$ cat src/design/fetch_pkg.sv
package fetch_pkg;

  // instruction word width
  localparam int INSN_W = 32;

  // unified memory geometry, word addressed
  localparam int MEM_WORDS = 256;
  localparam int ADDR_W = 8;

  // program counter width, byte addressed
  localparam int PC_W = 64;

  // byte address loaded into the pc on reset
  localparam logic [PC_W-1:0] ENTRY_PC = '0;

  // fixed encoding fields used by the classifier
  // unconditional branch, bits 31..26
  localparam logic [5:0] B_OP6 = 6'b000101;
  // branch with link, bits 31..26
  localparam logic [5:0] BL_OP6 = 6'b100101;
  // conditional branch, bits 31..24, bit 4 must be clear
  localparam logic [7:0] BCOND_OP8 = 8'b01010100;

  // ret with any rn: rn sits in bits 9..5 and is masked off
  localparam logic [INSN_W-1:0] RET_MASK = 32'hfffffc1f;
  localparam logic [INSN_W-1:0] RET_MATCH = 32'hd65f0000;

  // canonical hint nop
  localparam logic [INSN_W-1:0] NOP_WORD = 32'hd503201f;

  // instruction classes seen by fetch
  typedef enum logic [2:0] {
    OP_NOP,
    OP_B,
    OP_BL,
    OP_BCOND,
    OP_RET,
    OP_OTHER
  } opcode_t;

  // one access to the unified memory
  typedef struct packed {
    // access wanted this cycle
    logic req;
    // write when set, read otherwise
    logic we;
    // word address
    logic [ADDR_W-1:0] addr;
    // write data, ignored on reads
    logic [INSN_W-1:0] wdata;
  } mem_req_t;

  // one fetched instruction as handed downstream
  typedef struct packed {
    // byte address of the instruction
    logic [PC_W-1:0] pc;
    // raw instruction bits
    logic [INSN_W-1:0] insn;
    // decoded class
    opcode_t opcode;
  } fetch_out_t;

endpackage

$ cat src/design/mem_arbiter.sv
`timescale 1ns/1ps

module mem_arbiter (
  input  fetch_pkg::mem_req_t load_req,
  input  fetch_pkg::mem_req_t fetch_req,
  output fetch_pkg::mem_req_t mem_req,
  output logic                fetch_gnt
);

  // load port has no stall path, so it always takes the port
  logic load_win;

  assign load_win = load_req.req;

  // fixed priority mux, load first
  // with no load the fetch request passes through, idle or not
  always_comb begin
    if (load_win) begin
      mem_req = load_req;
    end else begin
      mem_req = fetch_req;
    end
  end

  // fetch owns the port only in a cycle without a load write
  // the fetch unit keeps its request up until it sees this
  assign fetch_gnt = fetch_req.req && !load_win;

endmodule

$ cat config.mk
export PLATFORM = sky130hd
export DESIGN_NAME = mem_arbiter
export DESIGN_NICKNAME = d
export VERILOG_FILES = /design/src/design/fetch_pkg.sv /design/src/design/mem_arbiter.sv
export SDC_FILE = /design/constraint.sdc
export NUM_CORES = 1
export LEC_CHECK = 0
export BUFFER_PORTS_ARGS = -buffer_cell sky130_fd_sc_hd__buf_2
export CELL_PAD_IN_SITES_DETAIL_PLACEMENT = 1
export CELL_PAD_IN_SITES_GLOBAL_PLACEMENT = 2
export CORE_ASPECT_RATIO = 1.4
export CORE_MARGIN = 3
export CORE_UTILIZATION = 13
export DETAILED_ROUTE_END_ITERATION = 6
export PLACE_DENSITY = 0.87
export SLEW_MARGIN = 5
export SYNTH_ARGS = -nofsm -noshare
export SYNTH_HDL_FRONTEND = slang
export SYNTH_SLANG_ARGS = --single-unit
export TNS_END_PERCENT = 20
$ cat constraint.sdc
create_clock -name vclk -period 1
set_input_delay 0 -clock vclk [all_inputs]
set_output_delay 0 -clock vclk [all_outputs]
set_load 0.03 [all_outputs]
==> impl_results.md <==
- Internal power: 405 µW
- Detailed-placement wirelength estimate: 2.72 mm
- Final min period: 847 ps
- Total detailed-routing wirelength: 2.89 mm
- Pleak: 0.000847 µW
- Number of buffer cells added on primary ports: 127
- Syn-to-layout area delta: 93.5%
- Number of cells produced by synthesis: 48
- RSZ-0062 raised after global routing: false
- Sequential share of the synthesized area: 0
- Synth cell types: 6
- Leading area contributor after synthesis: mux2_4
- Fraction of final layout cells sized beyond drive strength 1: 0.994
- Number of iterations in the first detailed-routing pass: 1
- Worst hold path type: in2out
- Final global-route overflow total: 0
- Die boundary width: 68.4 µm
- Area inside the core boundary: 5240 µm²
- Vias: 961
- WL/cell: 12.1 µm
- Transition time at the pin with the least slew margin: 176 ps
- Synth Net Count: 132
- Total routing usage reported by global routing: 0.0748
- Sequential power share: 0
- Number of fill cells: 654
- Antenna Cells: 0
- Multi-input gate area in the final layout: 617 µm²
- Portion of the clock cycle consumed by the worst path in the final layout: 0.847
- Final RePlAce weighted congestion: 0.705
- Via count of the first global-routing pass: 1035
- Share of the synthesized area in the top cell type: 0.806
- Critical Path End Type: output port
- Smallest hold slack: 367 ps
- Clk pwr share: 0
- Most common library cell in the layout ignoring fill and taps: buf_2
- Post-CTS Setup Repair Bufs: 0
- Final setup fails: 0
- Worst vdd ir: 0.187 mV
- Cell types with the largest area share after synthesis: mux2_4 81%, buf_12 11%, mux2_2 4.8%, buf_6 1.6%, nor2b_1 0.88%
- Starting density of the core: 0.135
- Worst EP required: 1000 ps
- Pin count of the biggest net entering global routing: 24
- Row count: 31
- Final setup TNS: 0 ps
- Result of the run: complete, no violations
- F_max: 1.18 GHz
- Top library cells by usage in the layout, fill and taps aside: 127 x buf_2, 38 x mux2_4, 3 x mux2_2
- Worst Path Arrival: 850 ps
- Area of the die: 6380 µm²
- Residual DRC: 0
- Violation count after the first detailed-routing iteration: 0
- Portion of total power attributed to combinational logic: 1.000
- Post-synthesis instance area: 708 µm²
- Die Y-Extent: 93.3 µm
- Vias per inst: 4.02
- PwrDens: 623 nW/µm²
- Element type at the critical path start: primary input
- Max Fanout on Critical Path: 23
- Total power after layout: 854 µW
- First-pass GRT wire length: 3.86 mm
- Final antenna-violating net count: 0
- Clock buffer instance count of the final layout: 0
- Final net count: 259
- Max-cap check violation count: 0
- Avg Cell Area, Syn: 14.8 µm²
- I/O pin count: 127
- Number of antenna violations at the first check in global routing: 0
- Sequential cell area: 0 µm²
- Max-slew violations: 0
- Net Sw Frac: 0.526
- Switching power of the nets: 449 µW
- Number of sequential cells: 0
- Count of yosys warnings during synthesis: 0
- Hold Vio Cnt, Final: 0
- Critical path class: in2out
- Number of buffers inserted by hold repair at cts: 0
- Rel. slew slack: 0.882
- Cts repair resizes: 0
-- worst max-delay path, stage by stage --
cell and delay, ps:
buf_2 120, buf_12 200, mux2_2 350, buf_2 170
-- area by class of cell --
cell class / instances / area share
tap: 66 / 0.0603
multi-input combinational: 43 / 0.450
timing repair buffer: 130 / 0.489
-- metrics by stage --
stage	instances	utilization	setup slack, ps	area, µm²
6_report	239	0.262	153	1370
5_1_grt	239	0.262	113	1370
4_1_cts	239	0.262	141	1370
3_5_place_dp	239	0.262	141	1370
3_3_place_gp	239	0.262	147	1370
2_1_floorplan	48	-	284	708
-- synth_stat cells --
cell type	number
buf_12	4
buf_6	1
mux2_2	3
or2_2	1
mux2_4	38
nor2b_1	1
-- cell families after synthesis --
family,synth area share
buffers and inverters,0.129
muxes,0.853
and+or+nand+nor,0.0177
-- path summary, 6_finish.rpt --
path / startpoint / to / slack, ps / cells after the start
max: load_req[41] / mem_req[39] / 150 / 4
min: fetch_req[41] / mem_req[41] / 370 / 3
-- per-layer routing --
metal  vias to the layer above  wire, µm  GRT usage
li1                        432         -          -
met1                       402       807     0.0574
met2                       127      1300      0.160
met3                         0       780     0.0385
met4                         0         0          0
met5                         -         0          0
-- power by group through the flow --
stage          clock network [µW]  logic [µW]  registers (µW)
2_1_floorplan                   0         591               0
3_5_place_dp                    0         865               0
5_1_grt                         0         910               0
6_report                        0         854               0
4_1_cts                         0         867               0
3_3_place_gp                    0         858               0
Note: power is estimated with default switching activity, not from simulation.
