## config.mk

```make
export PLATFORM = sky130hd
export DESIGN_NAME = fetch_unit
export DESIGN_NICKNAME = d
export VERILOG_FILES = /design/src/design/fetch_pkg.sv /design/src/design/fetch_unit.sv /design/src/design/imm_extract.sv /design/src/design/insn_decode.sv
export SDC_FILE = /design/constraint.sdc
export NUM_CORES = 1
export LEC_CHECK = 0
export BUFFER_PORTS_ARGS = -buffer_cell sky130_fd_sc_hd__buf_2
export CORE_AREA = 2 2 143 145
export DETAILED_ROUTE_END_ITERATION = 8
export DIE_AREA = 0 0 145 147
export PLACE_DENSITY = 0.72
export RECOVER_POWER = 100
export SETUP_SLACK_MARGIN = 0.2
export SYNTH_ARGS = -nofsm -noshare
export SYNTH_HDL_FRONTEND = slang
export SYNTH_HIERARCHICAL = 1
export SYNTH_SLANG_ARGS = --single-unit
```

## constraint.sdc

```tcl
create_clock -name in_clk -period 12 [get_ports in_clk]
set_input_delay 3.6 -clock in_clk [delete_from_list [all_inputs] [get_ports in_clk]]
set_output_delay 3.6 -clock in_clk [all_outputs]
set_load 0.1 [all_outputs]
```

## src/design/fetch_pkg.sv

```systemverilog
package fetch_pkg;

  // instruction word width
  localparam int INSN_W = 32;

  // unified memory geometry, word addressed
  localparam int MEM_WORDS = 256;
  localparam int ADDR_W = 8;

  // program counter width, byte addressed
  localparam int PC_W = 64;

  // byte address loaded into the pc on reset
  localparam logic [PC_W-1:0] ENTRY_PC = '0;

  // fixed encoding fields used by the classifier
  // unconditional branch, bits 31..26
  localparam logic [5:0] B_OP6 = 6'b000101;
  // branch with link, bits 31..26
  localparam logic [5:0] BL_OP6 = 6'b100101;
  // conditional branch, bits 31..24, bit 4 must be clear
  localparam logic [7:0] BCOND_OP8 = 8'b01010100;

  // ret with any rn: rn sits in bits 9..5 and is masked off
  localparam logic [INSN_W-1:0] RET_MASK = 32'hfffffc1f;
  localparam logic [INSN_W-1:0] RET_MATCH = 32'hd65f0000;

  // canonical hint nop
  localparam logic [INSN_W-1:0] NOP_WORD = 32'hd503201f;

  // instruction classes seen by fetch
  typedef enum logic [2:0] {
    OP_NOP,
    OP_B,
    OP_BL,
    OP_BCOND,
    OP_RET,
    OP_OTHER
  } opcode_t;

  // one access to the unified memory
  typedef struct packed {
    // access wanted this cycle
    logic req;
    // write when set, read otherwise
    logic we;
    // word address
    logic [ADDR_W-1:0] addr;
    // write data, ignored on reads
    logic [INSN_W-1:0] wdata;
  } mem_req_t;

  // one fetched instruction as handed downstream
  typedef struct packed {
    // byte address of the instruction
    logic [PC_W-1:0] pc;
    // raw instruction bits
    logic [INSN_W-1:0] insn;
    // decoded class
    opcode_t opcode;
  } fetch_out_t;

endpackage

```

## src/design/fetch_unit.sv

```systemverilog
`timescale 1ns/1ps

module fetch_unit (
  input  logic                         in_clk,
  input  logic                         in_rst,
  input  logic                         run,
  input  logic                         fetch_gnt,
  input  logic [fetch_pkg::INSN_W-1:0] rdata,
  output fetch_pkg::mem_req_t          fetch_req,
  output logic                         fetch_valid,
  output fetch_pkg::fetch_out_t        fetch_out,
  output logic                         halted
);
  import fetch_pkg::*;

  // issue a read, wait one cycle for data, or stop for good
  typedef enum logic [1:0] {
    ISSUE,
    WAIT_DATA,
    HALT
  } state_t;

  state_t          state;
  // byte pc of the word in flight
  logic [PC_W-1:0] pc;
  // request went out but lost to a load write
  logic            req_hold;
  opcode_t         opcode;
  logic [PC_W-1:0] offset;
  logic            taken;
  logic            word_zero;
  logic [PC_W-1:0] next_pc;

  // classify the returned word
  insn_decode u_decode (
    .insn   (rdata),
    .opcode (opcode)
  );

  // branch offset, zero for non-branches
  imm_extract u_imm (
    .insn   (rdata),
    .opcode (opcode),
    .offset (offset)
  );

  // an all-zero word ends the program
  assign word_zero = (rdata == '0);

  // every direct branch is predicted taken, b.cond included
  assign taken = (opcode == OP_B) || (opcode == OP_BL) || (opcode == OP_BCOND);
  assign next_pc = taken ? (pc + offset) : (pc + PC_W'(4));

  // read request at the word address of the pc
  // once raised it stays up until granted even if run drops
  always_comb begin
    fetch_req.req = (state == ISSUE) && (run || req_hold);
    fetch_req.we = 1'b0;
    fetch_req.addr = pc[ADDR_W+1:2];
    fetch_req.wdata = '0;
  end

  // output is built from registered pc and registered read data
  // valid only in the cycle the word comes back
  assign fetch_valid = (state == WAIT_DATA) && !word_zero;
  assign fetch_out.pc = pc;
  assign fetch_out.insn = rdata;
  assign fetch_out.opcode = opcode;

  // level, held until reset
  assign halted = (state == HALT);

  always_ff @(posedge in_clk) begin
    if (in_rst) begin
      state <= ISSUE;
      pc <= ENTRY_PC;
      req_hold <= 1'b0;
    end else begin
      case (state)
        ISSUE: begin
          if (fetch_req.req) begin
            if (fetch_gnt) begin
              // data comes back next cycle
              state <= WAIT_DATA;
              req_hold <= 1'b0;
            end else begin
              // lost to the load port, try again with the same address
              req_hold <= 1'b1;
            end
          end
        end
        WAIT_DATA: begin
          if (word_zero) begin
            state <= HALT;
          end else begin
            // predicted pc, next request goes out next cycle
            pc <= next_pc;
            state <= ISSUE;
          end
        end
        default: begin
          // halt is sticky
          state <= HALT;
        end
      endcase
    end
  end

endmodule

```

## src/design/imm_extract.sv

```systemverilog
`timescale 1ns/1ps

module imm_extract (
  input  logic [fetch_pkg::INSN_W-1:0] insn,
  input  fetch_pkg::opcode_t           opcode,
  output logic [fetch_pkg::PC_W-1:0]   offset
);
  import fetch_pkg::*;

  // byte offsets for the two branch formats
  logic [PC_W-1:0] off_imm26;
  logic [PC_W-1:0] off_imm19;

  // imm26 in bits 25..0, times four, sign from bit 25
  assign off_imm26 = {{(PC_W-28){insn[25]}}, insn[25:0], 2'b00};

  // imm19 in bits 23..5, times four, sign from bit 23
  assign off_imm19 = {{(PC_W-21){insn[23]}}, insn[23:5], 2'b00};

  // select by class
  // non-branches get zero so the pc adder never sees stray fields
  always_comb begin
    case (opcode)
      OP_B, OP_BL: begin
        offset = off_imm26;
      end
      OP_BCOND: begin
        offset = off_imm19;
      end
      default: begin
        offset = '0;
      end
    endcase
  end

endmodule

```

## src/design/insn_decode.sv

```systemverilog
`timescale 1ns/1ps

module insn_decode (
  input  logic [fetch_pkg::INSN_W-1:0] insn,
  output fetch_pkg::opcode_t           opcode
);
  import fetch_pkg::*;

  // field slices pulled out once
  logic [5:0] op6;
  logic [7:0] op8;
  logic       cond_bit4;
  logic       is_ret;
  logic       is_nop;

  // major opcode for b and bl
  assign op6 = insn[31:26];
  // major opcode for b.cond
  assign op8 = insn[31:24];
  // b.cond requires bit 4 low, otherwise it is bc.cond or unallocated
  assign cond_bit4 = insn[4];

  // ret ignores the rn field
  assign is_ret = (insn & RET_MASK) == RET_MATCH;
  // only the exact hint word counts as nop
  assign is_nop = (insn == NOP_WORD);

  // classes do not overlap, the order only matters for readability
  always_comb begin
    if (is_nop) begin
      opcode = OP_NOP;
    end else if (is_ret) begin
      opcode = OP_RET;
    end else if (op6 == B_OP6) begin
      // imm26 direct branch
      opcode = OP_B;
    end else if (op6 == BL_OP6) begin
      // imm26 direct branch, writes x30 later in the pipe
      opcode = OP_BL;
    end else if ((op8 == BCOND_OP8) && !cond_bit4) begin
      // imm19 conditional branch
      opcode = OP_BCOND;
    end else begin
      // anything fetch does not care about
      opcode = OP_OTHER;
    end
  end

endmodule

```

==> results.md <==
- Critical path, cell by cell: clkbuf_1 -> nor4_1 -> nand4_1 -> nor4_1 -> nor3_2 -> clkbuf_1 -> nor2_1 -> or2_2 -> clkbuf_1 -> nor2_2 -> a221oi_1 -> nor2_1
- Resized Gates After CTS: 0
- Fraction of final layout cells with drive strength greater than 1: 5.72%
- TritonCTS Buffers: 9
- Final Hold Fails: 0
- Boundary pin count: 179
- Destination of the worst register-to-register timing path: pc[61]
- Count leader, synth: sky130_fd_sc_hd__a21oi_1
- Post-synth top area cell: sky130_fd_sc_hd__dfxtp_1
- RSZ-0062 raised after global routing: false
- Library cell used as clock root buffer: sky130_fd_sc_hd__clkbuf_16
- Portion of the post-synthesis area used by sequential elements: 13.9%
- Fraction of the mapped netlist area in simple logic gates: 26.0%
- Placed cell areas: 9750 um^2
- Antenna violations before repair: 0
- Endpoints failing setup: 0
- Post-route fraction of the period consumed by the critical path: 85.0%
- Starting density of the core: 48.7%
- Top cells by area, synth: sky130_fd_sc_hd__dfxtp_1 (14%), sky130_fd_sc_hd__a21oi_1 (9.2%), sky130_fd_sc_hd__buf_4 (8.8%), sky130_fd_sc_hd__ha_1 (8.3%), sky130_fd_sc_hd__nand2_1 (5.7%)
- Worst slew margin relative to its limit: -143%
- Clock input transition at the sequential cells of the worst setup and hold paths: 0.06 ns
- Classification of the worst setup path: input pin to register
- Startpoint of the tightest hold check path: pc[0]
- Hold/Removal Path Class: register to register
- Xor-xnor portion of the synthesized cell area: 4.98%
- Max incr delay on CP: 2.50 ns
- H-tree lvl count: 3
- Post-CTS Setup Repair Bufs: 0
- Port-buffer cells: 145
- RR Startpoint: pc[21]
- Mux share of post-synthesis cell area: 3.12%
- FF+latch count, synth: 67
- Routed WL: 31.8 mm
- Fraction of met3 tracks used by global routing: 5.65%
- Final setup TNS: 0 ns
- Achievable clock frequency: 98.0 MHz
- Per-cell via count in the routed design: 6.29
- Post-route design area: 9930 um^2
- Count of cells along the worst hold path: 2
- Max-slew violation count: 150
- Async S/R FF share, synth: 0%
- Nature of the critical path endpoint: register
- Portion of synthesized cell area occupied by the leading cell type: 13.9%
- Aggregate global routing overflow: 0
- Final Core Density: 50.0%
- Count of vias placed by the detailed router: 10.6k
- Clock latency on the worst-skew pair: 0.36 ns
- Critical path's most frequent cell: sky130_fd_sc_hd__clkbuf_1
- # rows: 52
- CTS sink cnt: 67
- Overall Global Routing Usage: 28.6%
- Overall power consumption: 724 uW
- Synthesized cell area: 9670 um^2
- Post-DP HPWL: 22.8 mm
- Violated checks: capacitance limit, slew limit
- Count of synthesis-stage warnings from yosys: 6
- Total of hold buffers inserted after clock tree synthesis: 0
- Largest net degree at the start of global routing: 79
- Count of maximum capacitance violations: 3
- Static leakage: 3.81 nW
- Least-Margin Pin Slew: 3.65 ns
- Setup slack of the most critical reg-to-reg path: 7.80 ns
- Post-synth EDFFs: 0
- CTS tree: yes
- CP Max Fanout: 78
- Worst min-delay path endpoint: pc[0]
- Met2 global-route usage: 46.1%
- CTS max path bufs: 2
- Number of nets in the final layout: 1513
- Most instantiated flip-flop cell in the synthesis netlist: sky130_fd_sc_hd__dfxtp_1
- GRT met1 Usage: 38.0%
- Most frequent cells after synthesis: sky130_fd_sc_hd__a21oi_1 (177), sky130_fd_sc_hd__nand2_1 (148), sky130_fd_sc_hd__buf_4 (113), sky130_fd_sc_hd__nor2_1 (113), sky130_fd_sc_hd__o21ai_0 (91)
- Detailed router's first-iteration violation count: 880
- CP max-delay cell: sky130_fd_sc_hd__clkbuf_1
- Remaining routing DRC violations: 0
- Adder and majority cell fraction of the synthesized area: 8.49%
- Die W: 145 um
- Number of global-route vias before repair: 9443
- Type of origin of the critical path: input pin
- Antenna fix cells: 0
- Layout Skew: 0.0125 ns
- Detailed-route wire length per cell: 18.8 um
- Power density relative to cell area: 72.9 nW/um^2
- Fraction of the mapped netlist area in compound gates: 30.0%
- Critical Path AT: 10.31 ns
- Post-route ant nets: 0
- Main combinational cell family by area after synthesis: compound AO/OA/AOI/OAI gates
- Time the worst path needs with I/O delays and setup: 10.20 ns
- Die height: 147 um
- Wire length of the first global-routing pass: 50.0 mm
- Number of cells traversed by the worst register-to-register path: 10
- Core Footprint: 19800 um^2
- Netlist cell types: 87
- Peak supply drop: 60.9 uV
- Required time worst endpoint: 12.11 ns
- First-pass DRT Iterations: 6
- Run status: finished, violations left
- Post-Syn Area per Cell: 6.88 um^2
- Synthesized netlist cell count: 1405
- Global placement routability congestion: 0.996
- Die ar.: 21300 um^2
- Area Overhead vs Synth: 2.69%
- Peak-usage layer in the global routing report: met2
worst max-delay path by stage:
stage                    from          end  slack [ns]  cells after the start
floorplan           rdata[29]       pc[61]        1.30                     20
global placement    rdata[23]  fetch_valid        2.71                      9
detailed placement  rdata[23]  fetch_valid        2.70                      9
CTS                 rdata[23]  fetch_valid        2.69                      9
global route        rdata[19]       pc[45]        1.32                     12
finish              rdata[19]       pc[45]        1.80                     12
cell type report:
cell class | instances | area, um^2
Tap cell | 270 | 338
Clock buffer | 9 | 225
Inverter | 25 | 93.8
Sequential cell | 67 | 1340
Timing Repair Buffer | 155 | 647
Multi-Input combinational cell | 1154 | 7170
Fill cell | 2113 | 9920
Clock inverter | 6 | 114
cells by family after synthesis:
group | Yosys count
other cells | 2
mux | 30
flops | 67
xor+xnor | 55
buf+inv | 217
simple gates | 499
compound gates | 470
fa+ha+maj | 65
routing by layer:
metal  wire [um]  part of all wire, %
met5           0                    0
met4        1010                  3.2
met3        2640                  8.3
met2       14200                   45
met1       13900                   44
state kept, by name, indices dropped and copies added (netlist names):
register  cells
pc           64
state         2
req_hold      1
power breakdown:
group	switching [mW]	total, mW	leakage (nW)	internal (mW)
Clock	0.121	0.323	0.158	0.203
Sequential	0.00274	0.227	0.540	0.224
Combinational	0.150	0.174	3.11	0.0238
Total	0.273	0.724	3.81	0.451
metrics by stage:
step | instances | hold slack, ns | worst slack, ns
floorplan | 1438 | 0.465 | 1.30
global placement | 1671 | 0.458 | 2.71
detailed placement | 1671 | 0.474 | 2.70
CTS | 1686 | 0.482 | 2.69
global route | 1686 | 0.508 | 1.32
finish | 1686 | 0.486 | 1.80
cells in the final DEF, fill, tap and decap left out, types with 39 or more instances in the layout:
master                     synthesis  layout
sky130_fd_sc_hd__ha_1             64      64
sky130_fd_sc_hd__clkbuf_1         56     115
sky130_fd_sc_hd__o21ai_0          91      93
sky130_fd_sc_hd__a211oi_1         55      56
sky130_fd_sc_hd__nand3_1          43      43
sky130_fd_sc_hd__nor2_1          113     111
sky130_fd_sc_hd__nand4_1          39      39
sky130_fd_sc_hd__nand2_1         148     148
sky130_fd_sc_hd__dfxtp_1          67      67
sky130_fd_sc_hd__a21oi_1         177     176
worst max-delay path, delay by kind of cell:
| family | cells | cell delay, ns |
|---|---|---|
| compound gates | 1 | 0.61 |
| buf+inv | 3 | 3.26 |
| simple gates | 8 | 2.79 |
(Power assumes the default switching activity.)
